**config.mk**
```make
export PLATFORM = sky130hd
export DESIGN_NAME = adpcm_mix_top
export DESIGN_NICKNAME = d
export VERILOG_FILES = /design/src/design/adpcm_rom_pkg.sv /design/src/design/adpcm_cfg_pkg.sv /design/src/design/adpcm_mix_top.sv /design/src/design/adpcm_acc.sv /design/src/design/adpcm_decode.sv /design/src/design/adpcm_timing.sv
export SDC_FILE = /design/constraint.sdc
export NUM_CORES = 1
export LEC_CHECK = 0
export ABC_AREA = 1
export BUFFER_PORTS_ARGS = -buffer_cell sky130_fd_sc_hd__buf_2
export CELL_PAD_IN_SITES_DETAIL_PLACEMENT = 0
export CELL_PAD_IN_SITES_GLOBAL_PLACEMENT = 2
export CORE_UTILIZATION = 41
export DETAILED_ROUTE_END_ITERATION = 8
export PLACE_DENSITY = 0.95
export RECOVER_POWER = 50
export SLEW_MARGIN = 10
export SYNTH_ARGS = -nofsm -noshare
export SYNTH_HDL_FRONTEND = slang
export SYNTH_SLANG_ARGS = --single-unit
export TNS_END_PERCENT = 100
```
**constraint.sdc**
```tcl
create_clock -name clk -period 13.06 [get_ports clk]
set_input_delay 1.306 -clock clk [delete_from_list [all_inputs] [get_ports clk]]
set_output_delay 1.306 -clock clk [all_outputs]
set_load 0.1 [all_outputs]
```
**src/design/adpcm_rom_pkg.sv**
```systemverilog
/* ADPCM-A step-size and index-adjust tables, wrapped in lookup functions
   used by the decoder */
package adpcm_rom_pkg;

    localparam int step_cnt = 49;                 // entries in the step table

    // standard ADPCM-A step sizes, index 0..48
    localparam logic [10:0] step_tab [step_cnt] = '{
        11'd16,   11'd17,   11'd19,   11'd21,   11'd23,   11'd25,   11'd28,
        11'd31,   11'd34,   11'd37,   11'd41,   11'd45,   11'd50,   11'd55,
        11'd60,   11'd66,   11'd73,   11'd80,   11'd88,   11'd97,   11'd107,
        11'd118,  11'd130,  11'd143,  11'd157,  11'd173,  11'd190,  11'd209,
        11'd230,  11'd253,  11'd279,  11'd307,  11'd337,  11'd371,  11'd408,
        11'd449,  11'd494,  11'd544,  11'd598,  11'd658,  11'd724,  11'd796,
        11'd876,  11'd963,  11'd1060, 11'd1166, 11'd1282, 11'd1411, 11'd1552
    };

    function automatic logic [10:0] step_size(input logic [5:0] idx);
        // indexes past the table end stick at the last step
        if (idx > 6'(step_cnt - 1)) begin
            return step_tab[step_cnt-1];
        end
        return step_tab[idx];
    endfunction

    // index change from the nibble magnitude
    function automatic logic signed [4:0] index_adj(input logic [2:0] mag);
        logic signed [4:0] adj;
        case (mag)
            3'd4:    adj = 5'sd2;
            3'd5:    adj = 5'sd5;
            3'd6:    adj = 5'sd7;
            3'd7:    adj = 5'sd9;
            default: adj = -5'sd1;                // small magnitudes shrink the step
        endcase
        return adj;
    endfunction

endpackage

```
**src/design/adpcm_cfg_pkg.sv**
```systemverilog
/* timing constants and shared types of the six-channel ADPCM-A mixer
   referenced by scoped name from the design and the testbench */
package adpcm_cfg_pkg;

    localparam int num_ch    = 6;                 // ADPCM-A channels
    localparam int cen_div   = 8;                 // clocks per slot strobe
    localparam int cen_cnt_w = $clog2(cen_div);   // divider counter width

    typedef logic [2:0] ch_t;                     // channel number 0..5

    // one nibble per channel per round, channel 0 in nib[0]
    typedef struct packed {
        logic [num_ch-1:0][3:0] nib;              // bit 3 sign, 2:0 magnitude
    } nibble_set_t;

    typedef struct packed {
        logic [num_ch-1:0]      key_on;           // 0 holds channel in reset
        logic [num_ch-1:0][1:0] pan;              // [1] left enable, [0] right enable
    } chan_ctrl_t;

    // decoded sample of one slot, decoder to accumulators
    typedef struct packed {
        ch_t                ch;                   // channel this sample came from
        logic signed [15:0] pcm_l;                // zero when not panned left
        logic signed [15:0] pcm_r;                // zero when not panned right
    } slot_t;

    typedef struct packed {
        logic signed [15:0] left;
        logic signed [15:0] right;
    } stereo_t;

    // decoder slot phase
    typedef enum logic {
        idle   = 1'b0,                            // hold state
        update = 1'b1                             // apply current nibble
    } phase_t;

endpackage
```
**src/design/adpcm_mix_top.sv**
```systemverilog
/* six-channel ADPCM-A mixer top, timing, shared decoder and one
   accumulator per side, stereo output with a sample valid pulse */
`timescale 1ns/1ps

module adpcm_mix_top (
    input  logic                       clk,
    input  logic                       rst_n,
    input  adpcm_cfg_pkg::nibble_set_t nibbles,
    input  adpcm_cfg_pkg::chan_ctrl_t  ctrl,
    output adpcm_cfg_pkg::stereo_t     audio,
    output logic                       sample_valid,
    output logic                       nib_req
);

    logic                 cen111;            // slot strobe
    logic                 cen55;             // output strobe
    adpcm_cfg_pkg::ch_t   ch;
    adpcm_cfg_pkg::slot_t slot;              // decoded sample, one slot behind ch

    adpcm_timing u_timing (
        .clk    (clk),
        .rst_n  (rst_n),
        .cen111 (cen111),
        .cen55  (cen55),
        .ch     (ch)
    );

    adpcm_decode u_decode (
        .clk     (clk),
        .rst_n   (rst_n),
        .cen111  (cen111),
        .ch      (ch),
        .nibbles (nibbles),
        .ctrl    (ctrl),
        .slot    (slot),
        .nib_req (nib_req)
    );

    adpcm_acc u_acc_l (
        .clk     (clk),
        .rst_n   (rst_n),
        .cen111  (cen111),
        .cen55   (cen55),
        .ch      (slot.ch),
        .pcm_in  (slot.pcm_l),
        .pcm_out (audio.left)
    );

    adpcm_acc u_acc_r (
        .clk     (clk),
        .rst_n   (rst_n),
        .cen111  (cen111),
        .cen55   (cen55),
        .ch      (slot.ch),
        .pcm_in  (slot.pcm_r),
        .pcm_out (audio.right)
    );

    // audio loads on cen55, valid the cycle after
    always_ff @(posedge clk or negedge rst_n) begin
        if (!rst_n) begin
            sample_valid <= 1'b0;
        end else begin
            sample_valid <= cen55;
        end
    end

endmodule

```
**src/design/adpcm_acc.sv**
```systemverilog
/* sums the six channel slots of one side and raises the rate from
   18.5 kHz to 55.5 kHz by linear interpolation, saturating to 16 bits */
`timescale 1ns/1ps

module adpcm_acc (
    input  logic               clk,
    input  logic               rst_n,
    input  logic               cen111,
    input  logic               cen55,
    input  adpcm_cfg_pkg::ch_t ch,
    input  logic signed [15:0] pcm_in,       // one channel per slot
    output logic signed [15:0] pcm_out       // 55.5 kHz stream
);

    logic signed [17:0] pcm_wide;
    logic signed [17:0] acc;                 // running sum of this round
    logic signed [17:0] last;                // finished sum of last round
    logic signed [17:0] step;                // interpolation increment
    logic signed [17:0] pcm_full;            // interpolated value, pre-saturation
    logic signed [17:0] diff;
    logic signed [22:0] diff_ext;
    logic signed [22:0] step_full;           // diff * 43
    logic signed [22:0] step_shr;
    logic               first;
    logic               ovf;

    assign first    = (ch == '0);
    assign pcm_wide = {{2{pcm_in[15]}}, pcm_in};

    // 43/128 = 1/4 + 1/16 + 1/64 + 1/128
    assign diff      = acc - last;
    assign diff_ext  = {{5{diff[17]}}, diff};
    assign step_full = diff_ext + (diff_ext <<< 1) + (diff_ext <<< 3) + (diff_ext <<< 5);
    assign step_shr  = step_full >>> 7;

    always_ff @(posedge clk or negedge rst_n) begin
        if (!rst_n) begin
            acc  <= '0;
            last <= '0;
            step <= '0;
        end else if (cen111) begin
            acc <= first ? pcm_wide : acc + pcm_wide;   // restart at channel 0
            if (first) begin
                last <= acc;
                step <= step_shr[17:0];
            end
        end
    end

    // top three bits must agree to fit 16 bits
    assign ovf = (pcm_full[17:15] != 3'b000) && (pcm_full[17:15] != 3'b111);

    always_ff @(posedge clk or negedge rst_n) begin
        if (!rst_n) begin
            pcm_full <= '0;
            pcm_out  <= '0;
        end else if (cen55) begin
            pcm_full <= first ? last : pcm_full + step;
            if (ovf) begin
                pcm_out <= pcm_full[17] ? 16'sh8000 : 16'sh7fff;
            end else begin
                pcm_out <= pcm_full[15:0];
            end
        end
    end

endmodule

```
**src/design/adpcm_decode.sv**
```systemverilog
/* ADPCM-A predictor shared by the six channels in time slots; one nibble
   per channel per round, key-on reset and left/right pan on the output */
`timescale 1ns/1ps

module adpcm_decode (
    input  logic                       clk,
    input  logic                       rst_n,
    input  logic                       cen111,
    input  adpcm_cfg_pkg::ch_t         ch,
    input  adpcm_cfg_pkg::nibble_set_t nibbles,
    input  adpcm_cfg_pkg::chan_ctrl_t  ctrl,
    output adpcm_cfg_pkg::slot_t       slot,
    output logic                       nib_req
);

    logic signed [11:0] sig_q [adpcm_cfg_pkg::num_ch];  // predictor signal
    logic        [5:0]  idx_q [adpcm_cfg_pkg::num_ch];  // step table index

    adpcm_cfg_pkg::phase_t phase;

    logic [3:0]         nib;
    logic               key;
    logic [1:0]         pan;
    logic signed [11:0] sig_cur;
    logic [5:0]         idx_cur;
    logic [10:0]        step;
    logic [14:0]        prod;       // (2*mag+1)*step, max 23280
    logic [11:0]        diff;       // prod/8, max 2910
    logic signed [13:0] sig_sum;    // before clamp
    logic signed [11:0] sig_nxt;
    logic signed [4:0]  adj;
    logic signed [6:0]  idx_sum;
    logic [5:0]         idx_nxt;
    logic signed [15:0] pcm;

    assign phase   = cen111 ? adpcm_cfg_pkg::update : adpcm_cfg_pkg::idle;

    // current channel's inputs and state
    assign nib     = nibbles.nib[ch];
    assign key     = ctrl.key_on[ch];
    assign pan     = ctrl.pan[ch];
    assign sig_cur = sig_q[ch];
    assign idx_cur = idx_q[ch];

    assign step = adpcm_rom_pkg::step_size(idx_cur);
    assign prod = 15'({nib[2:0], 1'b1}) * 15'(step);
    assign diff = prod[14:3];                           // truncated
    assign adj  = adpcm_rom_pkg::index_adj(nib[2:0]);

    always_comb begin
        if (nib[3]) begin
            sig_sum = $signed({{2{sig_cur[11]}}, sig_cur}) - $signed({2'b00, diff});
        end else begin
            sig_sum = $signed({{2{sig_cur[11]}}, sig_cur}) + $signed({2'b00, diff});
        end
        if (sig_sum > 14'sd2047) begin
            sig_nxt = 12'sd2047;                        // clamp high
        end else if (sig_sum < -14'sd2048) begin
            sig_nxt = -12'sd2048;                       // clamp low
        end else begin
            sig_nxt = sig_sum[11:0];
        end

        idx_sum = $signed({1'b0, idx_cur}) + $signed({{2{adj[4]}}, adj});
        if (idx_sum < 7'sd0) begin
            idx_nxt = 6'd0;
        end else if (idx_sum > 7'sd48) begin
            idx_nxt = 6'd48;                            // top of step table
        end else begin
            idx_nxt = idx_sum[5:0];
        end

        pcm = key ? {sig_nxt, 4'b0000} : 16'sd0;        // keyed off is silent
    end

    always_ff @(posedge clk or negedge rst_n) begin
        if (!rst_n) begin
            for (int i = 0; i < adpcm_cfg_pkg::num_ch; i++) begin
                sig_q[i] <= '0;
                idx_q[i] <= '0;
            end
            slot    <= '0;
            nib_req <= 1'b0;
        end else begin
            // channel 5 sampled, source may load the next set
            nib_req <= (phase == adpcm_cfg_pkg::update) &&
                       (ch == 3'(adpcm_cfg_pkg::num_ch - 1));
            if (phase == adpcm_cfg_pkg::update) begin
                sig_q[ch]  <= key ? sig_nxt : '0;       // key off restarts predictor
                idx_q[ch]  <= key ? idx_nxt : '0;
                slot.ch    <= ch;
                slot.pcm_l <= pan[1] ? pcm : 16'sd0;
                slot.pcm_r <= pan[0] ? pcm : 16'sd0;
            end
        end
    end

endmodule

```
**src/design/adpcm_timing.sv**
```systemverilog
/* clock-enable generator, slot strobe every cen_div clocks, output strobe
   on every second slot, plus the channel slot counter */
`timescale 1ns/1ps

module adpcm_timing (
    input  logic               clk,
    input  logic               rst_n,
    output logic               cen111,
    output logic               cen55,
    output adpcm_cfg_pkg::ch_t ch
);

    logic [adpcm_cfg_pkg::cen_cnt_w-1:0] cnt;    // clock divider
    logic                                tog;    // halves the slot rate
    logic                                wrap;

    assign wrap = (cnt == adpcm_cfg_pkg::cen_cnt_w'(adpcm_cfg_pkg::cen_div - 1));

    always_ff @(posedge clk or negedge rst_n) begin
        if (!rst_n) begin
            cnt    <= '0;
            tog    <= 1'b0;
            cen111 <= 1'b0;
            cen55  <= 1'b0;
            ch     <= '0;
        end else begin
            cnt    <= wrap ? '0 : cnt + 1'b1;
            cen111 <= wrap;                      // first pulse cen_div clocks after reset
            // odd slots, so slot.ch is 0, 2, 4 at the accumulators
            cen55  <= wrap & tog;
            if (wrap) begin
                tog <= ~tog;
            end
            if (cen111) begin
                ch <= (ch == 3'(adpcm_cfg_pkg::num_ch - 1)) ? '0 : ch + 1'b1;
            end
        end
    end

endmodule

```
== After elaboration in Yosys (flattened, before gate mapping) ==
Memories as Yosys holds them, arrays and structs flattened.
Cells that the tools add are included.
Word-level totals
  input port bits: 44
  word-level logic and storage cells: 125
  memory bits (read-only): 704
  output and inout port bits: 34
  register bits after elaboration: 326
  memories kept: 1
Cells by class
  equal/unequal tests: 8
  $add $sub $neg: 17
  multiply operators: 1
  $lt $le $gt $ge: 9
  mux-type cells: 45
  bitwise logic cells: 4
  reduce and logical (&&, ||, !) cells: 8
Memory list
  (name not given): words 64, width 11, read ports 1, clocked after memory_dff 0, wr ports 0, line adpcm_rom_pkg.sv:23  | return step_tab[idx];
Operators by type and width (number)
  2-to-1 mux 16 bit: 7
  adder 18 x 16 -> 18 bit: 4
  bitwise mux 72 bit: 1
  2-to-1 mux 12 bit: 6
  2-to-1 mux 18 bit: 4
  adder 23 bit: 2
  adder 20 x 21 -> 22 bit: 2
  2-to-1 mux 11 bit: 4
  adder 18 x 19 -> 20 bit: 2
  binary-select mux 12 bit (select 3 bit): 1
  bitwise mux 36 bit: 1
  demux 12 bit (select 3 bit): 1
  2-to-1 mux 6 bit: 6
  subtractor 18 bit: 2
  case mux 5 bit (4 select lines): 1
  binary-select mux 6 bit (select 3 bit): 1
  demux 6 bit (select 3 bit): 1
  equality test 3 bit, second input constant: 6
  multiplier 4 x 11 -> 15 bit: 1
  adder 12 x 13 -> 14 bit: 1
  > comparator 14 x 12 -> 1 bit, second input constant: 1
  less-than comparator 14 x 12 -> 1 bit, second input constant: 1
  2-to-1 mux 14 bit: 1
  subtractor 12 x 13 -> 14 bit: 1
  25 further kinds: 34

== Logic depth before layout (Yosys ltp) ==
Gate-level depths: netlist (run 1).
  word-level depth: 17
  gate-level depth with buffers: 58
  gate-level depth less buffers: 55

== By module ==
Synthesis (run 1) repeated with hierarchy kept, for this count alone.
Unflattened totals
  cells, all modules: 4002
  area total of the unflattened synthesis: 27432.6 µm²
Modules (own cells, without submodules)
  adpcm_decode: sequential area each 3403.3 µm², area an instance 10000.8 µm², cells each 1403, times used 1
  adpcm_acc (u_acc_r): sequential area each 2152.1 µm², area an instance 8567.0 µm², cells each 1287, times used 1
  adpcm_acc (u_acc_l): sequential area each 2152.1 µm², area an instance 8508.2 µm², cells each 1284, times used 1
  adpcm_timing: sequential area each 225.2 µm², area an instance 331.6 µm², cells each 27, times used 1
  adpcm_mix_top: sequential area each 25.0 µm², area an instance 25.0 µm², cells each 1, times used 1

== Worst setup path before layout (run 1) ==
No wires, ideal clock.
  kind: reg-to-reg
  start: register u_timing.ch[2]
  end: register u_decode.sig_q[25] in the netlist's numbering
  path buffers: 3
  library setup time: 118 ps
  path slack: 5867 ps
  period minus slack after synthesis: 7193 ps
  cell stages (with the launch flop): 44
  data arrival time: 7075 ps
  required time: 12942 ps
  cells stage by stage: dfrtp_1 > buf_4 > inv_2 > buf_2 > nand2_1 > nand3_4 > inv_2 > ha_1 > inv_1 > nor2_1 > o32ai_1 > nand2_1 > a221oi_1 > nor2_1 > fa_1 > inv_1 > fa_1 > inv_1 > [... 8 more ...] > nor2_1 > o21ai_0 > a21oi_1 > o21ai_0 > nand2_1 > nand2_1 > nand2_1 > nand2_1 > nand2_1 > a21oi_1 > o21bai_1 > xor2_1 > or2_2 > nand3_1 > buf_12 > nand2_4 > nand3_1 > nand2_1
Between the ends
  cells in the longest elaborated chain, start to end: 17
  elaborated cells on any way between the ends: 33
  classes of those cells: add/sub: 2; mul: 1; order compare: 5; mux: 21; bitwise: 2; reduce/logical: 1; memory: 1
Ends and longest elaborated chain
  start, declared: line adpcm_timing.sv:10  | output adpcm_cfg_pkg::ch_t ch
  start signal, assigned: line adpcm_timing.sv:35  | ch <= (ch == 3'(adpcm_cfg_pkg::num_ch - 1)) ? '0 : ch + 1'b1;
  NOT 3 -> 4 bit: line adpcm_decode.sv:42, adpcm_decode.sv:43, adpcm_decode.sv:89
  binary-select mux 6 bit (select 3 bit): line adpcm_decode.sv:43  | assign idx_cur = idx_q[ch];
  2-to-1 mux 6 bit (not written as such) (2 in series): line adpcm_decode.sv:43
  NOT 6 -> 7 bit (not written as such): line adpcm_rom_pkg.sv:23
  memory read (64 x 11 bit)
  2-to-1 mux 11 bit (not written as such) (2 in series): line adpcm_rom_pkg.sv:23
  2-to-1 mux 11 bit: line adpcm_rom_pkg.sv:23
  multiplier 4 x 11 -> 15 bit: line adpcm_decode.sv:46  | assign prod = 15'({nib[2:0], 1'b1}) * 15'(step);
  adder 12 x 13 -> 14 bit / subtractor 12 x 13 -> 14 bit (equally long branches): line adpcm_decode.sv:54, adpcm_decode.sv:52
  2-to-1 mux 14 bit: line adpcm_decode.sv:51  | if (nib[3]) begin
  less-than comparator 14 x 12 -> 1 bit: line adpcm_decode.sv:58  | end else if (sig_sum < -14'sd2048) begin
  2-to-1 mux 12 bit: line adpcm_decode.sv:58
  2-to-1 mux 12 bit: line adpcm_decode.sv:56  | if (sig_sum > 14'sd2047) begin
  2-to-1 mux 12 bit: line adpcm_decode.sv:89  | sig_q[ch] <= key ? sig_nxt : '0;
  bitwise mux 72 bit *: line adpcm_decode.sv:89
  end signal, assigned by index: line adpcm_decode.sv:89
  end, declared: line adpcm_decode.sv:16  | logic signed [11:0] sig_q [adpcm_cfg_pkg::num_ch];
Every way passes the cells marked *; elsewhere a longest branch is shown, timed or not. The select of a mux whose other input is x is not followed.
A chain may end at the register's enable or synchronous reset.

== Worst setup path after layout (run 1) ==
  start: register u_timing.ch[2]
  end: register u_decode.sig_q[29] in the netlist's numbering
Same word-level chain as after synthesis.

==> impl_metrics.ini, run 1 <==
[outcome]
status = complete, but fails checks
violations = capacitance limit, slew limit

[layout]
nets = 3410
area_growth_syn_to_layout_pct = 9.61
n_antenna_cell = 0
num-fill-cells = 5570
drive_above_1_share = 0.0781
stdcell_count = 3894

[routing]
wl_met2_um = 29300
routed_via_density = 5.14
drt-total-wl_um = 61100
route.met3.wl_um = 2410
drtAntennaViolNets = 0
wl_met1_um = 27600
vias = 20030
first_pass_iters = 5
wl_per_cell_um = 15.7
route.detailed.drc = 0
drt-initial-drc-count = 1267
routed.top_layer = met4

[grt]
grt_max_degree = 168
grt_usage = 0.217
grt_overflow = 0
antenna_found_initial = 0
grt_pass1_wl_um = 101000
grt_pass1_vias = 19749

[pwr]
peakVddDrop_mv = 0.185
p_per_area_mw_per_mm2 = 304
leakagePower_nw = 13.1

[synth]
synth_edf_count = 0
synth_top_flop_cell = dfrtp_1
netlist_area_mm2 = 0.0233
synthXorXnorAreaFrac = 0.0477
synthTopCellsByCount = nand2_1 (781), inv_1 (386), dfrtp_1 (302), o21ai_0 (234), nor2_1 (207)
yosys_warnings = 0
synthCells = 3068
synth-async-reset-ratio = 1.00
synth_top_family_by_area = simple AND/OR/NAND/NOR gates
synthAdderAreaFrac = 0.154
synth-simple-area-share = 0.235
synth_top_area_frac = 0.324
synth_mux_area_frac = 0
synth.most_common_cell = nand2_1
ys_types = 65
seq_area_frac_synth = 0.324
synth-seq-cells = 302
avgSynthCellArea_um2 = 7.60
synth.area.top_cells = dfrtp_1 (32%), nand2_1 (13%), ha_1 (11%), inv_1 (6.2%), o21ai_0 (5.0%)
yosysTopAreaCell = dfrtp_1
synth_compound_area_frac = 0.154

[timing]
worstMarginPinSlew_ns = 4.19
fmax_ghz = 0.108
layout_setup_ws_ns = 3.79
rsz0062_at_grt = no
relSlewSlack = -1.79
slew_viol_final = 510
tns_ns = 0
clock_skew_ns = 0.0177
hold_viol = 0
min_period_over_period = 0.710
post-route-min-period_ns = 9.27
setup-violations-final = 0

[worst_setup_path]
slowest_stage = dfrtp_1
path_buf_inv = 6
max_stage_delay_ns = 0.84
endpoint_kind = flop
worstPathRequired_ns = 13.51
crit_family = simple AND/OR/NAND/NOR gates
startpoint_type = flop
worstSetupPathType = flop to flop
cp_max_fo = 17
cp_common_cell = nand2_1
arrival_ns = 9.72

[cts]
cts_hold_buf = 0
cts-htree-levels = 2
cts_sinks = 302
cts_tree = yes
root_buffer = clkbuf_16
clk_latency_ns = 0.57
post-cts-setup-buffers = 0
clk_path_buf_depth = 3
numCtsBuffers = 37
clkTransAtPathRegs_ns = 0.06
cts_resized = 0

[die]
initial_core_util = 0.414
dieArea_mm2 = 0.0578
die_h_um = 240
die_w_um = 240
core_area_mm2 = 0.0563
row_count = 87
ios = 78

[place]
pre_cts_ws_ns = 3.75
routabilityCongestion = 0.856
post-dp-hpwl_um = 45300
dp_cells = 3829
portBuffers = 77

[flow_run]
cap_violations = 7

[hold_path]
hold_path_class = flop to flop
## per-stage QoR
step | cell area (um^2) | util | hold slack [ns] | power (mW)
global placement | 24400 | 0.433 | 0.414 | 6.64
global route | 25600 | 0.454 | 0.470 | 8.77
floorplan | 23400 | - | 0.390 | 5.71
finish | 25600 | 0.454 | 0.437 | 7.77
CTS | 25600 | 0.455 | 0.436 | 7.83
detailed placement | 24400 | 0.433 | 0.427 | 6.73
## metal layers
metal | global-route usage | vias up
li1 | - | 10098
met5 | 0 | -
met2 | 0.375 | 414
met3 | 0.0235 | 102
met1 | 0.279 | 9416
met4 | 0.0739 | 0
## cells in the final DEF, fill, tap and decap left out, drive strengths merged, types with 4 or more instances in the layout
cell | netlist | layout
o311ai | 4 | 4
o21ai | 264 | 264
nand3b | 4 | 4
xor2 | 91 | 91
a21o | 11 | 11
nor3 | 17 | 17
o22ai | 13 | 13
nor3b | 5 | 5
conb | 2 | 18
a22oi | 11 | 11
ha | 200 | 200
o31ai | 12 | 12
a211oi | 5 | 5
a31oi | 22 | 22
and2 | 8 | 8
inv | 398 | 401
or2 | 10 | 10
nand2 | 813 | 813
buf | 29 | 87
nor2 | 216 | 216
o211ai | 36 | 36
nand3 | 181 | 181
o21bai | 33 | 33
clkinv | 1 | 5
xnor2 | 35 | 35
a21oi | 162 | 162
fa | 54 | 54
clkbuf | 77 | 60
nand4 | 8 | 8
a221o | 6 | 6
dfrtp | 302 | 302
o221ai | 15 | 15
a22o | 4 | 4
## flip-flops by register name (all words and copies together) (netlist names), 3 cells and up
signal / count
u_decode.sig_q: 72
u_decode.idx_q: 36
u_decode.slot: 27
u_acc_l.pcm_full: 18
u_acc_r.pcm_full: 18
u_acc_l.pcm_out: 16
u_acc_l.step: 16
u_acc_r.pcm_out: 16
u_acc_r.step: 16
u_acc_l.acc: 14
u_acc_l.last: 14
u_acc_r.acc: 14
u_acc_r.last: 14
u_timing.ch: 3
u_timing.cnt: 3
## cells by family after synthesis
| logic type | after synthesis |
|---|---|
| and+or+nand+nor | 1267 |
| xor gates and xnor gates | 126 |
| adders and majority gates | 254 |
| buffers and inverters | 505 |
| other | 2 |
| DFF | 302 |
| AOI/OAI and AO/OA | 612 |
## area by class of cell
cell class                 count  area [um^2]  share of cell area
sequential                   302         7560               0.296
clock inverter                13          174             0.00681
clock buffer                  52         1050              0.0412
timing repair buffer          95          494              0.0193
inverter                     399         1500              0.0587
multi-input combinational   2277        13800               0.541
tap                          756          946              0.0370
## where the power goes
| part | switching (mW) | internal [mW] |
|---|---|---|
| logic | 3.38 | 2.17 |
| clock network | 0.420 | 0.625 |
| registers | 0.119 | 1.06 |
## path summary, 6_finish.rpt
check | from | to | slack, ns | cells past startpoint
worst max-delay path | u_timing.ch[2] | u_decode.sig_q[29] | 3.79 | 42
worst min register to register | u_timing.cnt[0] | u_timing.cnt[0] | 0.44 | 1
worst min-delay path | u_timing.cnt[0] | u_timing.cnt[0] | 0.44 | 1
worst max register to register | u_timing.ch[2] | u_decode.sig_q[29] | 3.79 | 42
min in group asynchronous | rst_n | u_acc_r.pcm_full[3] | 2.14 | 1
max in group asynchronous | rst_n | u_timing.ch[0] | 4.98 | 2
No activity file was read; power rests on OpenSTA's default activity.
==> inputs of run 2 (changes only) <==
- CORE_UTILIZATION: 41 -> 34
- PLACE_DENSITY: 0.95 -> 0.88
- clock period: 13.06 -> 8.51 ns (I/O delays scaled with it)
==> run 2 against run 1 <==
  * The flow still finishes with violations (capacitance limit, slew limit)
  * Utilization shrank 7.2 points
  * Count of clock-buffer cells in the layout increased by 1
  * Die area grew 20%
  * Sequential share of layout area fell by 0.30 points
  * Total power increased by 55%
  * Critical path type unchanged
  * Largest cell class unchanged
  * Largest power group unchanged
==> impl_metrics.ini, run 2 (synthesized netlist as in run 1, its figures left out) <==
[outcome]
status = complete, but fails checks
violations = capacitance limit, slew limit

[worst_setup_path]
arrival_ns = 8.27
r2r_slack_ns = 0.67
worstPathRequired_ns = 8.95
cp_max_fo = 27
startpoint_type = flop
cp_common_cell = nand2_1
max_stage_delay_ns = 0.50
timing.rr.start = u_timing.ch[0]
slowest_stage = fa_1
worstSetupPathType = flop to flop
r2r_end = u_decode.slot[14]
endpoint_kind = flop
reg2reg_depth = 45

[grt]
grt_max_degree = 96
grt_usage = 0.180
grt_overflow = 0
grt_pass1_wl_um = 103000
grt_pass1_vias = 19361
antenna_found_initial = 0

[routing]
first_pass_iters = 5
drt-initial-drc-count = 1052
routed_via_density = 4.88
drtAntennaViolNets = 0
wl_per_cell_um = 15.3
route.detailed.drc = 0
vias = 19662
drt-total-wl_um = 61600

[layout]
regArea_mm2 = 0.00756
drive_above_1_share = 0.0736
num-fill-cells = 7133
final_common_cell = nand2_1
regMostFlops = u_decode.sig_q
n_antenna_cell = 0
final_cell_mix = nand2_1 (780), inv_1 (387), dfrtp_1 (300)
area_growth_syn_to_layout_pct = 10.8
largest_register_ffs = 72
largestRegisters = u_decode.sig_q: 72 flops, u_decode.idx_q: 36 flops, u_decode.slot: 27 flops
nets = 3427
multi_input_area_mm2 = 0.0139
final_core_util = 0.382

[cts]
clkTransAtPathRegs_ns = 0.06
cts_hold_buf = 0
numCtsBuffers = 36
cts-htree-levels = 2
root_buffer = clkbuf_16
cts_sinks = 302
clk_latency_ns = 0.55
cts_tree = yes
clk_path_buf_depth = 3

[timing]
tns_ns = 0
post-route-min-period_ns = 7.84
worstMarginPinSlew_ns = 3.58
min_period_over_period = 0.921
slew_viol_final = 461
setup-violations-final = 0
layout_setup_ws_ns = 0.673
relSlewSlack = -1.39
hold_viol = 0
clock_skew_ns = 0.0225
fmax_ghz = 0.128
timing.hold.ws_ns = 0.431
rsz0062_at_grt = no

[hold_path]
hold_path_class = flop to flop
min_path_cells = 1
hold_start = u_timing.cnt[0]
hold_path_end = u_timing.cnt[0]

[place]
pre_cts_ws_ns = 0.325
portBuffers = 77
post-dp-hpwl_um = 45300
routabilityCongestion = 0.861

[pwr]
peakVddDrop_mv = 0.423
finalPower_mw = 12.0
leakagePower_nw = 13.1
p_per_area_mw_per_mm2 = 465

[die]
dieArea_mm2 = 0.0696
ios = 78
die_h_um = 264
die_w_um = 264
core_area_mm2 = 0.0675
initial_core_util = 0.345
row_count = 95

[flow_run]
cap_violations = 8
==> run 2: changes by cell type in the layout (fill, tap and decap cells not counted), sizes merged <==
cell and delta:
buf -20, clkbuf +39, clkinv -1, clkinvlp -2, inv -2
==> run 2: repair_timing <==
item                                    in CTS  in global routing
buffers inserted                             0                  1
gates resized for setup                      0                 17
endpoints found under the setup margin       0                 96
==> run 2: where the power goes <==
part           switching, mW  internal, mW
sequential             0.183          1.63
combinational           5.25          3.35
clock                  0.619         0.979
total                   6.06          5.96
==> run 2: final cells by class <==
type | count | area share
flip-flops and latches | 302 | 0.293
clock buffers | 53 | 0.0425
well taps | 873 | 0.0423
multi-input cells | 2277 | 0.537
repair buffers | 113 | 0.0225
clock inverters | 8 | 0.00475
inverters | 399 | 0.0585
==> run 2: worst max path at each step <==
stage,from,to,cells after the start
2_1_floorplan,u_timing.ch[2],u_decode.sig_q[25],43
3_3_place_gp,u_timing.ch[1],u_decode.slot[27],46
3_5_place_dp,u_timing.ch[0],u_decode.sig_q[32],43
4_1_cts,u_timing.ch[0],u_decode.sig_q[46],43
5_1_grt,u_timing.ch[0],u_decode.sig_q[38],52
6_report,u_timing.ch[0],u_decode.slot[14],45
==> run 2: stage by stage <==
step | instances | cell area (um^2)
finish | 4025 | 25800
global route | 4025 | 25800
CTS | 4024 | 25900
detailed placement | 3963 | 24600
global placement | 3963 | 24600
floorplan | 3084 | 23400
==> run 2: per-layer routing <==
metal | routed length [um] | GRT usage | vias to the layer above
li1 | - | - | 10119
met1 | 30100 | 0.250 | 9134
met2 | 28000 | 0.296 | 335
met3 | 2230 | 0.0206 | 74
met4 | 1200 | 0.0435 | 0
met5 | 0 | 0 | -
==> run 2: critical path: cells and delay by family (launching register included) <==
kind            cells  cell delay (ns)
compound gates      9             1.55
simple gates       21             2.33
xor+xnor            3             0.59
fa+ha+maj           4             1.63
flops               1             0.41
buf+inv             8             1.17
